**config.mk**
```make
export PLATFORM = sky130hd
export DESIGN_NAME = mrd_ctrl_fsm
export DESIGN_NICKNAME = d
export VERILOG_FILES = /design/src/design/mrd_pkg.sv /design/src/design/mrd_ctrl_fsm.sv
export VERILOG_INCLUDE_DIRS = /design/src /design/src/design
export SDC_FILE = /design/constraint.sdc
export NUM_CORES = 1
export LEC_CHECK = 0
export ABC_AREA = 1
export BUFFER_PORTS_ARGS = -buffer_cell sky130_fd_sc_hd__buf_2
export CAP_MARGIN = 15
export CORE_MARGIN = 8
export CORE_UTILIZATION = 35
export CTS_CLUSTER_SIZE = 24
export DETAILED_ROUTE_END_ITERATION = 12
export SLEW_MARGIN = 20
export SYNTH_ARGS = -nofsm -noshare
export SYNTH_HDL_FRONTEND = slang
export SYNTH_SLANG_ARGS = --single-unit
```
**constraint.sdc**
```tcl
create_clock -name clk -period 7.2 [get_ports clk]
set_input_delay 1.44 -clock clk [delete_from_list [all_inputs] [get_ports clk]]
set_output_delay 1.44 -clock clk [all_outputs]
set_load 0.03 [all_outputs]
```
**src/design/mrd_consts.svh**
```systemverilog
// widths, frame limit and Q2.15 twiddle constants, included by the package and every module
`ifndef MRD_CONSTS_SVH
`define MRD_CONSTS_SVH

// sample and accumulator widths
`define MRD_DW 18
`define MRD_ACCW 36

// bin width out of the core, three guard bits above a sample
`define MRD_BINW (`MRD_DW + 3)

// largest supported frame and block exponent width
`define MRD_MAXN 5
`define MRD_EXPW 4

// twiddle fraction bits
`define MRD_FRAC 15

// unity in Q2.15, exact for the radix-2 and radix-4 tables
`define MRD_ONE (18'sd32768)

// radix-3, angle 2pi/3
`define MRD_C3_1 (-18'sd16384)
`define MRD_S3_1 (18'sd28378)

// radix-5, angles 2pi/5 and 4pi/5
`define MRD_C5_1 (18'sd10126)
`define MRD_S5_1 (18'sd31164)
`define MRD_C5_2 (-18'sd26510)
`define MRD_S5_2 (18'sd19261)

`endif

```
**src/design/mrd_pkg.sv**
```systemverilog
// shared data types of the DFT engine, referenced by scoped name from the RTL and testbench
`include "mrd_consts.svh"

package mrd_pkg;

	// complex component of one input or output sample
	typedef logic signed [`MRD_DW-1:0] sample_t;

	// full precision sum of products
	typedef logic signed [`MRD_ACCW-1:0] acc_t;

	// frame size field as carried by the input stream
	typedef logic [5:0] size_t;

	// sample index, bin index and point count
	typedef logic [2:0] idx_t;

	// shared block exponent of an output frame
	typedef logic [`MRD_EXPW-1:0] exp_t;

	// control sequence of the decode stage
	typedef enum logic [1:0]
	{
		IDLE,
		LOAD,
		CALC,
		DRAIN
	} fsm_t;

endpackage

```
**src/design/mrd_ctrl_fsm.sv**
```systemverilog
// decode stage: accepts an input frame, stores its samples and steps the core through the bins
`timescale 1ns/1ps
`include "mrd_consts.svh"

module mrd_ctrl_fsm (
	input  logic              clk,
	input  logic              rst_n,
	input  logic              sink_valid,
	input  logic              sink_sop,
	input  logic              sink_eop,
	input  mrd_pkg::sample_t  sink_real,
	input  mrd_pkg::sample_t  sink_imag,
	input  mrd_pkg::size_t    size,
	input  logic              inverse,
	input  logic              frame_done,
	output logic              sink_ready,
	output mrd_pkg::idx_t     n_pts,
	output logic              inv,
	output logic              calc_en,
	output mrd_pkg::idx_t     bin_k,
	output mrd_pkg::sample_t  samp_real [`MRD_MAXN],
	output mrd_pkg::sample_t  samp_imag [`MRD_MAXN]
);

	mrd_pkg::fsm_t state;
	mrd_pkg::idx_t cnt;
	mrd_pkg::idx_t wr_idx;
	logic          size_ok;
	logic          size_in_range;
	logic          sop_beat;
	logic          accept;

	// input side is open while a frame is being collected
	assign sink_ready = (state == mrd_pkg::IDLE) || (state == mrd_pkg::LOAD);
	assign calc_en = (state == mrd_pkg::CALC);

	// beats outside a frame are consumed and dropped
	assign sop_beat = sink_valid && sink_sop && (state == mrd_pkg::IDLE);
	assign accept = sop_beat || (sink_valid && (state == mrd_pkg::LOAD));
	assign wr_idx = (state == mrd_pkg::IDLE) ? '0 : cnt;

	assign size_in_range = (size >= 6'd2) && (size <= 6'(`MRD_MAXN));

	always_ff @(posedge clk)
	begin
		if (!rst_n)
		begin
			state <= mrd_pkg::IDLE;
			cnt <= '0;
			bin_k <= '0;
			n_pts <= '0;
			inv <= 1'b0;
			size_ok <= 1'b0;
		end
		else
		begin
			case (state)
				mrd_pkg::IDLE:
				begin
					if (sop_beat)
					begin
						n_pts <= size[2:0];
						inv <= inverse;
						size_ok <= size_in_range;
						cnt <= 3'd1;
						// a one-beat frame never matches a legal size
						if (!sink_eop)
							state <= mrd_pkg::LOAD;
					end
				end
				mrd_pkg::LOAD:
				begin
					if (accept)
					begin
						if (sink_eop)
						begin
							if (size_ok && (cnt == n_pts - 3'd1))
							begin
								state <= mrd_pkg::CALC;
								bin_k <= '0;
							end
							else
								state <= mrd_pkg::IDLE;
						end
						// saturate so an overlong frame still mismatches at eop
						else if (cnt != 3'd7)
							cnt <= cnt + 3'd1;
					end
				end
				mrd_pkg::CALC:
				begin
					if (bin_k == n_pts - 3'd1)
						state <= mrd_pkg::DRAIN;
					else
						bin_k <= bin_k + 3'd1;
				end
				mrd_pkg::DRAIN:
				begin
					// hold off new frames until the output has drained
					if (frame_done)
						state <= mrd_pkg::IDLE;
				end
				default:
					state <= mrd_pkg::IDLE;
			endcase
		end
	end

	// sample register file, written by arrival index
	always_ff @(posedge clk)
	begin
		if (accept && (wr_idx < 3'(`MRD_MAXN)))
		begin
			samp_real[wr_idx] <= sink_real;
			samp_imag[wr_idx] <= sink_imag;
		end
	end

endmodule

```
==> out/results.ini <==
[route]
via_per_inst = 4.49
vias = 3660
postRouteAntennaNets = 0
drtIter0Drc = 115
firstDrtPassIters = 4
drc = 0
routed_wl_mm = 15.6
wl_per_cell_um = 19.1

[sta]
hold_viol = 0
clock_skew_ns = 0.0128
period_needed_ns = 3.31
min_period_over_period_pct = 45.9
tightest_slew_ns = 0.915
slew_violations = 0
setup-tns-final_ns = 0
max_slew_margin_pct = 38.8
setup_viol_count_final = 0
rsz0062_at_grt = no
fmax_mhz = 303
fin_ws_ns = 3.89

[grt]
grt_pass1_wl_mm = 22.5
grt.overflow.total = 0
grt_pass1_vias = 3875
grt_start_max_net_pins = 34
grt_use_total_pct = 13.4
antenna_found_initial = 2

[placement]
port_buffers = 237
place.gp.congestion = 0.804
placed_cell_area_sq_um = 7850
hpwl_mm = 11.4
place_ws_ns = 3.41

[pwr]
p_leak_nw = 3.29
power.density_nw_per_um2 = 323
irDropWorstVdd_mv = 0.158

[setup_path]
path_cells = buf_2 -> nand2_1 -> inv_1 -> nand2_2 -> o21ai_2 -> nand2_2 -> nor4b_4 -> buf_4
path_max_fanout = 23
crit_top_cell = nand2_2
worstPathArrival_ns = 3.39
required_ns = 7.28
critPathKind = in2reg
worstSetupStartpoint = sink_valid
crit_path_top_delay_cell = nor4b_4
regToRegStartpoint = state[0]
cp-start-kind = input pin
max_stage_delay_ns = 0.79
end_kind = flip-flop

[clocking]
cts_hold_buf = 0
cts.clk_slew.worst_paths_ns = 0.07
h-tree-depth = 4
cts_made_buffers = 17
post_cts_buffers = 0
clkLatencyLatePin_ns = 0.42
clkSinkCount = 193
cts_buffer_depth = 2
cts_tree = done
cts-root-buf = clkbuf_16
cts_resized = 0

[die]
core-area_sq_um = 17800
start_util_pct = 35.4
io_pins = 238
rows = 49
die_area_sq_um = 22600
die_w_um = 150
die-height_um = 150

[outcome]
status = completed

[yosys]
syn-num-nets = 367
yosysSeqAreaShare_pct = 89.6
synth-main-ff-cell = edfxtp_1
synth.top_cells.by_area = edfxtp_1 85%, dfxtp_1 4.1%, nand2_1 1.8%
syn_area_per_cell_sq_um = 20.1
synth_cell_types = 28
synth-edff-count = 180
syn-cell-area_sq_um = 6320
yosysTopAreaCell = edfxtp_1
yosysWarnings = 0
yosys_register_bits = 193
synth.top_cell.area_share_pct = 85.5
syn_inst = 314
yosysMostFrequentCell = edfxtp_1
synth_common_cells = 180 x edfxtp_1, 31 x nand2_1, 18 x nor2_1
async_reset_ff_share_pct = 0

[cells_and_area]
syn_to_final_growth_pct = 33.3
fin_nets = 627
drive_gt1_share_pct = 50.4
final_cell_area_sq_um = 8430
fillCellCount = 1568
diodes = 0

[min_path]
hp-start = n_pts[1]
min_path_type = reg2reg

[run]
cap_viol_max_count = 0

## area by class of cell
cell class | instances | area [sq um] | share of cell area [%]
flip-flops and latches | 193 | 5670 | 67.2
repair buffers | 244 | 1240 | 14.7
multi-input cells | 101 | 588 | 6.98
clock buffers | 18 | 429 | 5.09
well taps | 229 | 287 | 3.40
clock inverters | 14 | 153 | 1.81
inverters | 17 | 66.3 | 0.787
## metal layers
metal,global-route usage [%],share of wire [%],vias to the layer above
li1,-,-,1694
met1,14.9,38,1771
met2,22.9,50,171
met3,5.17,10,20
met4,5.15,1.6,4
met5,0,0.15,-
## logic make-up (layout without fill, tap and decap cells)
kind of cell | count (synthesis) | in the layout | share of synthesized area, %
DFF | 193 | 193 | 89.6
and+or+nand+nor | 71 | 71 | 5.28
AOI/OAI and AO/OA | 22 | 22 | 2.16
buffers and inverters | 20 | 293 | 1.62
adders and majority gates | 4 | 4 | 0.791
xor gates and xnor gates | 4 | 4 | 0.554
## metrics by stage
step	instances	hold WS, ns	util [%]	power, W
2_1_floorplan	314	0.455	-	0.00168
3_3_place_gp	784	0.473	44.0	0.00183
3_5_place_dp	784	0.468	44.0	0.00183
4_1_cts	816	0.479	47.2	0.00275
5_1_grt	816	0.500	47.2	0.00283
6_report	816	0.480	47.2	0.00272
## cells in the final DEF, fill, tap and decap left out, types with 2 or more instances in the layout
cell,netlist,layout
nor3_1,4,2
xnor2_1,2,2
o21ai_0,4,4
ha_1,4,4
bufinv_16,0,2
clkbuf_16,0,17
clkinvlp_4,0,3
nor2_2,2,2
buf_2,0,237
inv_6,0,4
nand3_1,5,5
xor2_1,2,2
nor2_4,1,2
inv_1,16,16
nor3_2,0,2
a21oi_1,9,9
nand2_1,31,31
nand2_2,5,5
clkinv_2,0,3
a22oi_1,2,2
nor2_1,18,17
edfxtp_1,180,180
o21ai_2,4,4
buf_4,0,7
dfxtp_1,13,13
## worst paths after layout
path	end	slack [ns]	depth (start not counted)
min	n_pts[1]	0.48	2
min reg2reg	n_pts[1]	0.48	2
max reg2reg	samp_real[7]	4.44	6
max	samp_real[7]	3.89	8
## state kept, by name (all words and copies together) (netlist names), named ones only
signal     count
samp_imag     90
bin_k          3
inv            1
samp_real     90
cnt            3
n_pts          3
state          1
size_ok        1
## power by group
part           switching (W)  internal (W)  total, W
clock network       0.000400      0.000517  0.000917
registers          0.0000449       0.00133   0.00137
logic               0.000323      0.000109  0.000432
## worst max-delay path: cells and delay by family
| family | cells | cell delay [ns] |
|---|---|---|
| and+or+nand+nor | 4 | 1.15 |
| buffers and inverters | 3 | 0.67 |
| AOI/OAI and AO/OA | 1 | 0.11 |
(Power assumes the default switching activity.)
