===== src/design/mrd_consts.svh =====
// widths, frame limit and Q2.15 twiddle constants, included by the package and every module
`ifndef MRD_CONSTS_SVH
`define MRD_CONSTS_SVH

// sample and accumulator widths
`define MRD_DW 18
`define MRD_ACCW 36

// bin width out of the core, three guard bits above a sample
`define MRD_BINW (`MRD_DW + 3)

// largest supported frame and block exponent width
`define MRD_MAXN 5
`define MRD_EXPW 4

// twiddle fraction bits
`define MRD_FRAC 15

// unity in Q2.15, exact for the radix-2 and radix-4 tables
`define MRD_ONE (18'sd32768)

// radix-3, angle 2pi/3
`define MRD_C3_1 (-18'sd16384)
`define MRD_S3_1 (18'sd28378)

// radix-5, angles 2pi/5 and 4pi/5
`define MRD_C5_1 (18'sd10126)
`define MRD_S5_1 (18'sd31164)
`define MRD_C5_2 (-18'sd26510)
`define MRD_S5_2 (18'sd19261)

`endif


===== src/design/mrd_pkg.sv =====
// shared data types of the DFT engine, referenced by scoped name from the RTL and testbench
`include "mrd_consts.svh"

package mrd_pkg;

	// complex component of one input or output sample
	typedef logic signed [`MRD_DW-1:0] sample_t;

	// full precision sum of products
	typedef logic signed [`MRD_ACCW-1:0] acc_t;

	// frame size field as carried by the input stream
	typedef logic [5:0] size_t;

	// sample index, bin index and point count
	typedef logic [2:0] idx_t;

	// shared block exponent of an output frame
	typedef logic [`MRD_EXPW-1:0] exp_t;

	// control sequence of the decode stage
	typedef enum logic [1:0]
	{
		IDLE,
		LOAD,
		CALC,
		DRAIN
	} fsm_t;

endpackage


===== src/design/mrd_out_norm.sv =====
// result stage: buffers the bins, picks the block exponent and streams the scaled frame out
`timescale 1ns/1ps
`include "mrd_consts.svh"

module mrd_out_norm (
	input  logic                        clk,
	input  logic                        rst_n,
	input  logic                        bin_valid,
	input  logic                        bin_last,
	input  logic signed [`MRD_BINW-1:0] bin_real,
	input  logic signed [`MRD_BINW-1:0] bin_imag,
	output logic                        source_valid,
	output logic                        source_sop,
	output logic                        source_eop,
	output mrd_pkg::sample_t            source_real,
	output mrd_pkg::sample_t            source_imag,
	output mrd_pkg::exp_t               source_exp,
	output logic                        frame_done
);

	localparam int HEAD = `MRD_BINW - `MRD_DW;

	logic signed [`MRD_BINW-1:0] store_re [`MRD_MAXN];
	logic signed [`MRD_BINW-1:0] store_im [`MRD_MAXN];
	mrd_pkg::idx_t wr_idx;
	mrd_pkg::idx_t rd_idx;
	mrd_pkg::idx_t last_idx;
	mrd_pkg::exp_t hr;
	mrd_pkg::exp_t hr_next;
	mrd_pkg::exp_t shift;
	logic          play;

	// smallest s so that v >>> s fits a sample word
	function automatic mrd_pkg::exp_t need_shift(input logic signed [`MRD_BINW-1:0] v);
		logic signed [`MRD_BINW-1:0] top;
		mrd_pkg::exp_t s;
		s = '0;
		for (int i = 1; i <= HEAD; i++)
		begin
			top = v >>> (`MRD_DW + i - 2);
			if (!((top == '0) || (top == '1)))
				s = mrd_pkg::exp_t'(i);
		end
		return s;
	endfunction

	function automatic mrd_pkg::sample_t scale(input logic signed [`MRD_BINW-1:0] v,
		input mrd_pkg::exp_t s);
		logic signed [`MRD_BINW-1:0] t;
		t = v >>> s;
		return t[`MRD_DW-1:0];
	endfunction

	// running maximum headroom, restarted with bin 0
	always_comb
	begin : headroom
		mrd_pkg::exp_t base;
		mrd_pkg::exp_t nr;
		mrd_pkg::exp_t ni;
		base = (wr_idx == '0) ? '0 : hr;
		nr = need_shift(bin_real);
		ni = need_shift(bin_imag);
		hr_next = base;
		if (nr > hr_next)
			hr_next = nr;
		if (ni > hr_next)
			hr_next = ni;
	end

	always_ff @(posedge clk)
	begin
		if (!rst_n)
		begin
			wr_idx <= '0;
			rd_idx <= '0;
			last_idx <= '0;
			hr <= '0;
			shift <= '0;
			play <= 1'b0;
			source_valid <= 1'b0;
			source_sop <= 1'b0;
			source_eop <= 1'b0;
		end
		else
		begin
			if (bin_valid)
			begin
				hr <= hr_next;
				if (bin_last)
				begin
					// exponent fixed once the whole frame is known
					shift <= hr_next;
					last_idx <= wr_idx;
					wr_idx <= '0;
					rd_idx <= '0;
					play <= 1'b1;
				end
				else
					wr_idx <= wr_idx + 3'd1;
			end
			source_valid <= play;
			source_sop <= play && (rd_idx == '0);
			source_eop <= play && (rd_idx == last_idx);
			if (play)
			begin
				rd_idx <= rd_idx + 3'd1;
				if (rd_idx == last_idx)
					play <= 1'b0;
			end
		end
	end

	// bin buffer and output words
	always_ff @(posedge clk)
	begin
		if (bin_valid)
		begin
			store_re[wr_idx] <= bin_real;
			store_im[wr_idx] <= bin_imag;
		end
		if (play)
		begin
			source_real <= scale(store_re[rd_idx], shift);
			source_imag <= scale(store_im[rd_idx], shift);
			source_exp <= shift;
		end
	end

	// releases the decode stage with the last output beat
	assign frame_done = source_valid && source_eop;

endmodule


===== config.mk =====
export PLATFORM = sky130hd
export DESIGN_NAME = mrd_out_norm
export DESIGN_NICKNAME = d
export VERILOG_FILES = /design/src/design/mrd_pkg.sv /design/src/design/mrd_out_norm.sv
export VERILOG_INCLUDE_DIRS = /design/src /design/src/design
export SDC_FILE = /design/constraint.sdc
export NUM_CORES = 1
export LEC_CHECK = 0
export BUFFER_PORTS_ARGS = -buffer_cell sky130_fd_sc_hd__buf_2
export CORE_AREA = 5 5 158 160
export DETAILED_ROUTE_END_ITERATION = 8
export DIE_AREA = 0 0 163 165
export PLACE_DENSITY = 0.73
export RECOVER_POWER = 25
export SLEW_MARGIN = 10
export SYNTH_ARGS = -nofsm -noshare
export SYNTH_HDL_FRONTEND = slang
export SYNTH_SLANG_ARGS = --single-unit

===== constraint.sdc =====
create_clock -name clk -period 7 [get_ports clk]
set_input_delay 0.35 -clock clk [delete_from_list [all_inputs] [get_ports clk]]
set_output_delay 0.35 -clock clk [all_outputs]
set_load 0.005 [all_outputs]

==> implementation parameters, run 1 <==
Parameter                              Value

Outcome
  Outcome    complete, no violations

Logic synthesis
  Xor and xnor fraction of the mapped netlist area    less than 1%
  Syn Inst Count    ~820
  Seq/Total Area, Yosys    between 60% and 70%
  Number of distinct library cells after synthesis    60
  Warning count from the yosys run    0
  Synthesized netlist net count    a little under 900
  Combinational family with the most area after synthesis    multiplexers
  Main area contributors after synthesis    edfxtp_1, mux4_2, mux2i_1, dfxtp_1, mux2_2
  Area leader, netlist    edfxtp_1
  Main flop type after synthesis    edfxtp_1
  Simple-gate area share of the yosys netlist    5.733%
  Post-synthesis adder-cell area fraction    under 10%
  Post-synthesis register bit count    about 270
  Post-synthesis async set-or-reset flop share    0%
  EDFF count, synth    250
  Fraction of the mapped netlist area in compound gates    9.132%
  Summed instance area of the synthesized netlist    roughly 0.013 mm^2
  Yosys top cell area share    roughly three fifths
  Multiplexer fraction of the synthesized cell area    17.66%
  Post-Synthesis Mean Instance Area    between 15 and 20 um^2

Detailed routing
  Highest layer used for signal routing    met5
  Vias post-DR    7482
  First-iteration detailed-routing DRC count    between 600 and 700
  Routed wire length    between 20000 and 30000 um
  First-pass detailed-route iteration total    5
  DRC errors left    0
  Met3 wire length    around 2100 um
  Remaining antenna violation count    0
  Routed WL per cell    approximately 22 um
  Wire length on met1    between 10000 and 15000 um
  Ratio of routed vias to standard cells    approximately 6.0
  Wire length on met2    between 10000 and 15000 um

Worst setup path
  Worst endpoint data arrival time    around 4.1 ns
  Classification of the worst setup path    register to register
  Cell breakdown of the critical path    inv_1, ha_1, nand2b_1, nand2_1, ha_1, nor2b_1, o221ai_1, mux2i_1, inv_1, ha_1, nor2b_1, o221a_2, or4b_2, o31ai_1, o21ai_0
  Kind of end point of the critical path    register
  CP top delay family    simple AND/OR/NAND/NOR gates
  Delay of the slowest critical-path stage    0.60 ns
  Worst Path Buf+Inv    2
  Peak fanout along the critical path    8
  Worst Path Required    around 7.4 ns
  CP Launch Type    register
  CP max stage cell    or4b_2
  Crit path top cell by count    ha_1

Clocking
  Number of gates resized after CTS    0
  Insertion delay to the later sink of the worst-skew pair    0.52 ns
  Clock tree from TritonCTS    done
  Count of hold-fix buffers inserted at cts    0
  Number of buffers inserted to repair setup after CTS    0
  Clock sink count    approximately 270
  Cell chosen for the clock root    clkbuf_16
  Number of CTS-inserted buffers    26
  H-tree levels    1
  Worst-case clock buffer depth    3
  Clock Pin Slew Worst Setup and Hold Paths    0.06 ns

Floorplanning
  Die height    165 um
  Core footprint    ~0.023 mm^2
  Starting utilization of the core area    54.13%
  Total Die Area    0.02690 mm^2
  Number of I/O pins    90
  Die boundary width    163 um
  Standard-cell row count    56

Finish
  Antenna cell count    0
  Net count of the finished layout    approximately 960
  Area of all placed cells without fillers    approximately 0.014 mm^2
  Final cell count without fillers    1238
  Layout cell share with drive strength beyond 1    ~22%
  Synth-to-layout area growth    12.26%

Timing
  Total setup violations reported at the end of the flow    0
  Slew of the pin with the lowest slew margin    ~1.1 ns
  Fmax    approximately 270 MHz
  Final period utilization    between 50% and 60%
  Post-route setup slack    approximately 3.3 ns
  Max-slew violations    0
  Worst-case clock skew    0.01119 ns
  RSZ-0062 raised after global routing    false
  Hold WS    0.07795 ns
  Final min period    3.741 ns
  Setup tns final    0 ns
  Max-Slew Margin vs Limit    around 28%
  Final Hold Violating Endpoints    0

Global routing
  Total global routing overflow    0
  Largest net degree at the start of global routing    57
  First-pass GRT wire length    between 40000 and 50000 um
  Number of antenna violations at the first check in global routing    3
  Vias in the first global route    slightly above 7000
  Overall fraction of global-route tracks in use    approximately a fifth

Pwr
  Worst IR Drop VDD    roughly 150 uV
  Power per unit of standard cell area    264.3 mW/mm^2
  Lkg Pwr    ~5 nW

Placed design
  HPWL after DPL    about 17000 um
  Last weighted congestion value of the routability-driven placer    0.8722
  # port buffers    89
  Pre-CTS setup slack    between 2 and 3 ns
  Placed Instances    approximately 1200
  Post-Place Cell Area    0.01331 mm^2

Run
  Max cap viols    0

Min path
  Min-Delay Path Class    input pin to register
[cell usage after synthesis, types with 4 or more instances]
master	number
nand2b_1	7
a22o_1	4
a21boi_0	5
a21o_1	9
mux2_2	23
o21ai_0	17
buf_1	6
dfxtp_1	24
nand3_1	5
o221ai_1	20
mux4_2	47
o211ai_1	14
a211oi_1	9
inv_1	19
nor2b_1	12
nor2_1	34
buf_2	10
buf_4	5
a21oi_1	29
nand2_1	59
clkbuf_1	28
mux2i_1	64
a2bb2oi_1	4
a221oi_1	11
mux4_1	8
o22ai_1	7
and3_1	7
ha_1	12
edfxtp_1	250
nor3_1	7
and2_1	12
[worst paths after layout]
| kind | startpoint | to | slack [ns] | cells past startpoint |
|---|---|---|---|---|
| setup / recovery | wr_idx[0]$_SDFFE_PN0P_ | shift[0]$_SDFFE_PN0P_ | 3.26 | 15 |
| hold / removal | bin_imag[13] | store_im[0][13]$_DFFE_PP_ | 0.08 | 1 |
| setup reg to reg | wr_idx[0]$_SDFFE_PN0P_ | shift[0]$_SDFFE_PN0P_ | 3.26 | 15 |
| hold reg to reg | hr[0]$_SDFFE_PN0P_ | hr[0]$_SDFFE_PN0P_ | 0.48 | 2 |
[sequential cells by signal, summed over array words and instances (netlist names), named ones only]
register,count
store_im,105
play,1
store_re,105
source_imag,18
last_idx,3
hr,4
rd_idx,3
source_exp,4
shift,4
source_real,18
source_eop,1
source_sop,1
source_valid,1
wr_idx,3
[through the flow]
stage / power, mW / util (%)
6_report: 3.736 / 60.77
5_1_grt: 3.882 / 60.77
4_1_cts: 3.758 / 60.93
3_5_place_dp: 2.385 / 57.23
3_3_place_gp: 2.377 / 57.23
2_1_floorplan: 2.237 / -
[layout by cell type (no fill, tap or decap), drive strengths merged, types with 4 or more instances in the layout]
cell type,instances
o221ai,20
nand2,59
a2bb2oi,4
clkbuf,59
a21boi,5
nand2b,7
o21ai,17
buf,74
mux2,25
dfxtp,24
nand3,5
edfxtp,250
a211oi,9
ha,12
a21oi,29
inv,20
o211ai,14
o22ai,7
nor2,34
and3,7
a21o,9
mux2i,64
nor2b,12
a221oi,11
a22o,4
nor3,7
mux4,56
and2,12
clkinv,14
[where the power goes]
part / leakage, nW / internal (mW) / total, mW / switching, mW
registers: 2.49 / 1.85 / 1.88 / 0.0224
clock network: 0.418 / 0.814 / 1.38 / 0.567
logic: 2.03 / 0.209 / 0.479 / 0.270
total: 4.94 / 2.88 / 3.74 / 0.860
[layer usage]
metal / track usage, % / vias to the layer above
met1: 29.64 / 3672
met5: 0 / -
li1: - / 3448
met2: 32.09 / 315
met3: 3.394 / 41
met4: 4.689 / 6
[cell families (layout without fill, tap and decap cells)]
logic type               count (synthesis)  count (layout)
AO/OA/AOI/OAI                          158             158
multiplexers                           145             145
buffers and inverters                   72             173
flip-flops                             274             274
adder cells (fa/ha/maj)                 12              12
AND/OR/NAND/NOR                        154             154
XOR/XNOR                                 3               3
[area by class of cell]
| type | instances | area, um^2 |
|---|---|---|
| multi-input cells | 472 | 4282 |
| clock inverters | 20 | 182.7 |
| fillers | 1753 | 9126 |
| clock buffers | 28 | 679.4 |
| well taps | 319 | 399.1 |
| repair buffers | 105 | 526.8 |
| flip-flops and latches | 274 | 7991 |
| inverters | 20 | 75.07 |
(Power assumes the default switching activity.)
==> run 2, diff against run 1 <==
--- a/config.mk
+++ b/config.mk
@@ -6,11 +6,12 @@
 export SDC_FILE = /design/constraint.sdc
 export NUM_CORES = 1
 export LEC_CHECK = 0
+export ABC_AREA = 1
 export BUFFER_PORTS_ARGS = -buffer_cell sky130_fd_sc_hd__buf_2
-export CORE_AREA = 5 5 158 160
+export CORE_AREA = 5 5 161 163
 export DETAILED_ROUTE_END_ITERATION = 8
-export DIE_AREA = 0 0 163 165
-export PLACE_DENSITY = 0.73
+export DIE_AREA = 0 0 166 168
+export PLACE_DENSITY = 0.75
 export RECOVER_POWER = 25
 export SLEW_MARGIN = 10
 export SYNTH_ARGS = -nofsm -noshare
==> constraint.sdc (replaced) <==
create_clock -name clk -period 3.3 [get_ports clk]
set_input_delay 0.165 -clock clk [delete_from_list [all_inputs] [get_ports clk]]
set_output_delay 0.165 -clock clk [all_outputs]
set_load 0.005 [all_outputs]
==> implementation parameters, run 2 <==
Parameter                              Value

Finish
  Commonest cells after routing, fill and taps aside    nand2_1, nand3_1, edfxtp_1, inv_1, buf_2
  Most common cell after layout, fill and taps aside    nand2_1
  Largest registers    store_im: 105 flops, store_re: 105 flops
  Synth-to-layout area growth    14.38%
  Net count of the finished layout    about 1600
  Fillcell total    slightly below 2000
  Area of all placed cells without fillers    between 0.01 and 0.015 mm^2
  Layout cell share with drive strength beyond 1    between 10% and 20%
  Antenna cell count    0

Worst setup path
  Classification of the worst setup path    register to register
  Launching element of the worst setup path    wr_idx[1]$_SDFFE_PN0P_
  Peak fanout along the critical path    5
  Launching point of the worst reg2reg path    wr_idx[1]$_SDFFE_PN0P_
  CP Launch Type    register
  Worst Path Required    approximately 3.8 ns
  Worst endpoint data arrival time    around 3.4 ns
  Kind of end point of the critical path    register

Logic synthesis
  Seq/Total Area, Yosys    about three fifths
  Number of distinct library cells after synthesis    34
  Main flop type after synthesis    edfxtp_1
  Post-Synthesis Mean Instance Area    9.459 um^2
  Area leader, netlist    edfxtp_1
  Summed instance area of the synthesized netlist    0.01308 mm^2
  Post-synthesis register bit count    274
  Synthesized netlist net count    1441
  Warning count from the yosys run    0
  Main area contributors after synthesis    edfxtp_1, nand3_1, nand2_1, inv_1, dfxtp_1
  EDFF count, synth    250
  Library cell with the highest instance count after synthesis    nand2_1
  Post-synthesis async set-or-reset flop share    0%
  Yosys top cell area share    a little under three fifths
  Syn Inst Count    1383
  Most numerous cell types in the synthesized netlist    nand2_1, nand3_1, edfxtp_1

Timing
  Final Hold Violating Endpoints    0
  Worst-case clock skew    about 0.013 ns
  RSZ-0062 raised after global routing    false
  Slew of the pin with the lowest slew margin    between 1 and 1.5 ns
  Total setup violations reported at the end of the flow    0
  Hold WS    between 0.06 and 0.07 ns
  Final period utilization    around 88%
  Final min period    ~2.9 ns
  Fmax    approximately 340 MHz
  Max-slew violations    0
  Setup tns final    0 ns
  Max-Slew Margin vs Limit    a little under a third

Clocking
  Clock sink count    between 200 and 300
  Number of CTS-inserted buffers    27
  H-tree levels    1
  Insertion delay to the later sink of the worst-skew pair    ~0.53 ns
  Number of buffers inserted to repair setup after CTS    0
  Cell chosen for the clock root    clkbuf_16
  Clock tree from TritonCTS    done
  Clock Pin Slew Worst Setup and Hold Paths    0.06 ns
  Worst-case clock buffer depth    3

Global routing
  Largest net degree at the start of global routing    82
  First-pass GRT wire length    approximately 50000 um
  Vias in the first global route    between 9000 and 10000
  Overall fraction of global-route tracks in use    a little over a fifth
  Number of antenna violations at the first check in global routing    0
  Total global routing overflow    0

Placed design
  HPWL after DPL    between 15000 and 20000 um
  Last weighted congestion value of the routability-driven placer    around 0.91
  # port buffers    89
  Post-Place Cell Area    between 0.01 and 0.015 mm^2

Detailed routing
  Ratio of routed vias to standard cells    around 5.4
  Routed WL per cell    about 17 um
  First-iteration detailed-routing DRC count    approximately 860
  Routed wire length    30500 um
  Vias post-DR    a little under 10000
  First-pass detailed-route iteration total    6
  Remaining antenna violation count    0
  DRC errors left    0

Floorplanning
  Core footprint    ~0.024 mm^2
  Starting utilization of the core area    about 54%
  Total Die Area    approximately 0.028 mm^2
  Die boundary width    about 170 um
  Number of I/O pins    90
  Die height    between 150 and 200 um
  Standard-cell row count    57

Run
  Max cap viols    0

Pwr
  Power per unit of standard cell area    about 530 mW/mm^2
  Worst IR Drop VDD    between 400 and 500 uV
  Lkg Pwr    between 6 and 7 nW

Min path
  Origin of the worst min-delay path    bin_last
  Min-Delay Path Class    input pin to register

Outcome
  Outcome    complete, no violations
## run 2: stage by stage
step / power (mW) / setup slack [ns] / utilization, % / instances
floorplan: 4.830 / 0.5608 / - / 1383
finish: 8.000 / 0.3851 / 61.88 / 1840
CTS: 8.044 / 0.4455 / 62.05 / 1840
global placement: 5.142 / 0.6130 / 56.82 / 1747
detailed placement: 5.173 / 0.4675 / 56.82 / 1747
global route: 8.357 / 0.1482 / 61.88 / 1840
## run 2: final cells by class
cell class	count	area, um^2	area share [%]
Clock inverter	7	31.28	0.2091
Timing Repair Buffer	153	1035	6.916
Multi-Input combinational cell	855	4010	26.80
Inverter	185	699.4	4.675
Clock buffer	42	790.8	5.285
Tap cell	324	405.4	2.709
Sequential cell	274	7990	53.40
## run 2: logic make-up (layout without fill, tap and decap cells)
kind of cell / after synthesis / count (layout) / share of synthesized area (%)
flip-flops: 274 / 274 / 61.06
AND/OR/NAND/NOR: 819 / 819 / 28.00
buffers and inverters: 254 / 387 / 8.599
adder cells (fa/ha/maj): 12 / 12 / 1.148
XOR/XNOR: 4 / 4 / 0.2679
AO/OA/AOI/OAI: 20 / 20 / 0.9277
## run 2: final timing paths
check | endpoint | slack, ns | cells past startpoint
worst max-delay path | shift[1]$_SDFFE_PN0P_ | 0.39 | 19
worst min-delay path | last_idx[2]$_SDFFE_PN0P_ | 0.06 | 4
worst max register to register | shift[1]$_SDFFE_PN0P_ | 0.39 | 19
worst min register to register | hr[3]$_SDFFE_PN0P_ | 0.48 | 2
## run 2: where the power goes
part / switching (mW) / leakage (nW) / internal, mW / total, mW
sequential: 0.0495 / 2.49 / 3.96 / 4.01
clock: 1.21 / 0.407 / 1.64 / 2.85
combinational: 0.777 / 3.66 / 0.372 / 1.15
## run 2: per-layer routing
layer | part of all wire, % | GRT usage [%] | vias to the layer above
met4 | 2.4 | 5.560 | 0
met2 | 46 | 35.78 | 404
met3 | 7.8 | 4.056 | 52
met1 | 44 | 30.31 | 4632
li1 | - | - | 4791
met5 | 0 | 0 | -
## run 2: critical path, cell delays in order (launching register included)
cell      delay (ns)
dfxtp_1         0.43
inv_1           0.13
ha_1            0.20
nand2_1         0.14
nand2_1         0.11
ha_1            0.30
inv_1           0.04
o21bai_1        0.16
nand3_1         0.14
nand2_1         0.11
nand2_1         0.06
ha_1            0.29
inv_1           0.04
o21bai_1        0.12
nand3_1         0.13
inv_1           0.11
nand2_1         0.08
nand3_1         0.11
o211ai_1        0.09
inv_1           0.06
## run 2: what timing repair did
item,CTS,global route
hold endpoints to repair,215,0
hold buffers,44,0
gates resized for setup,0,0
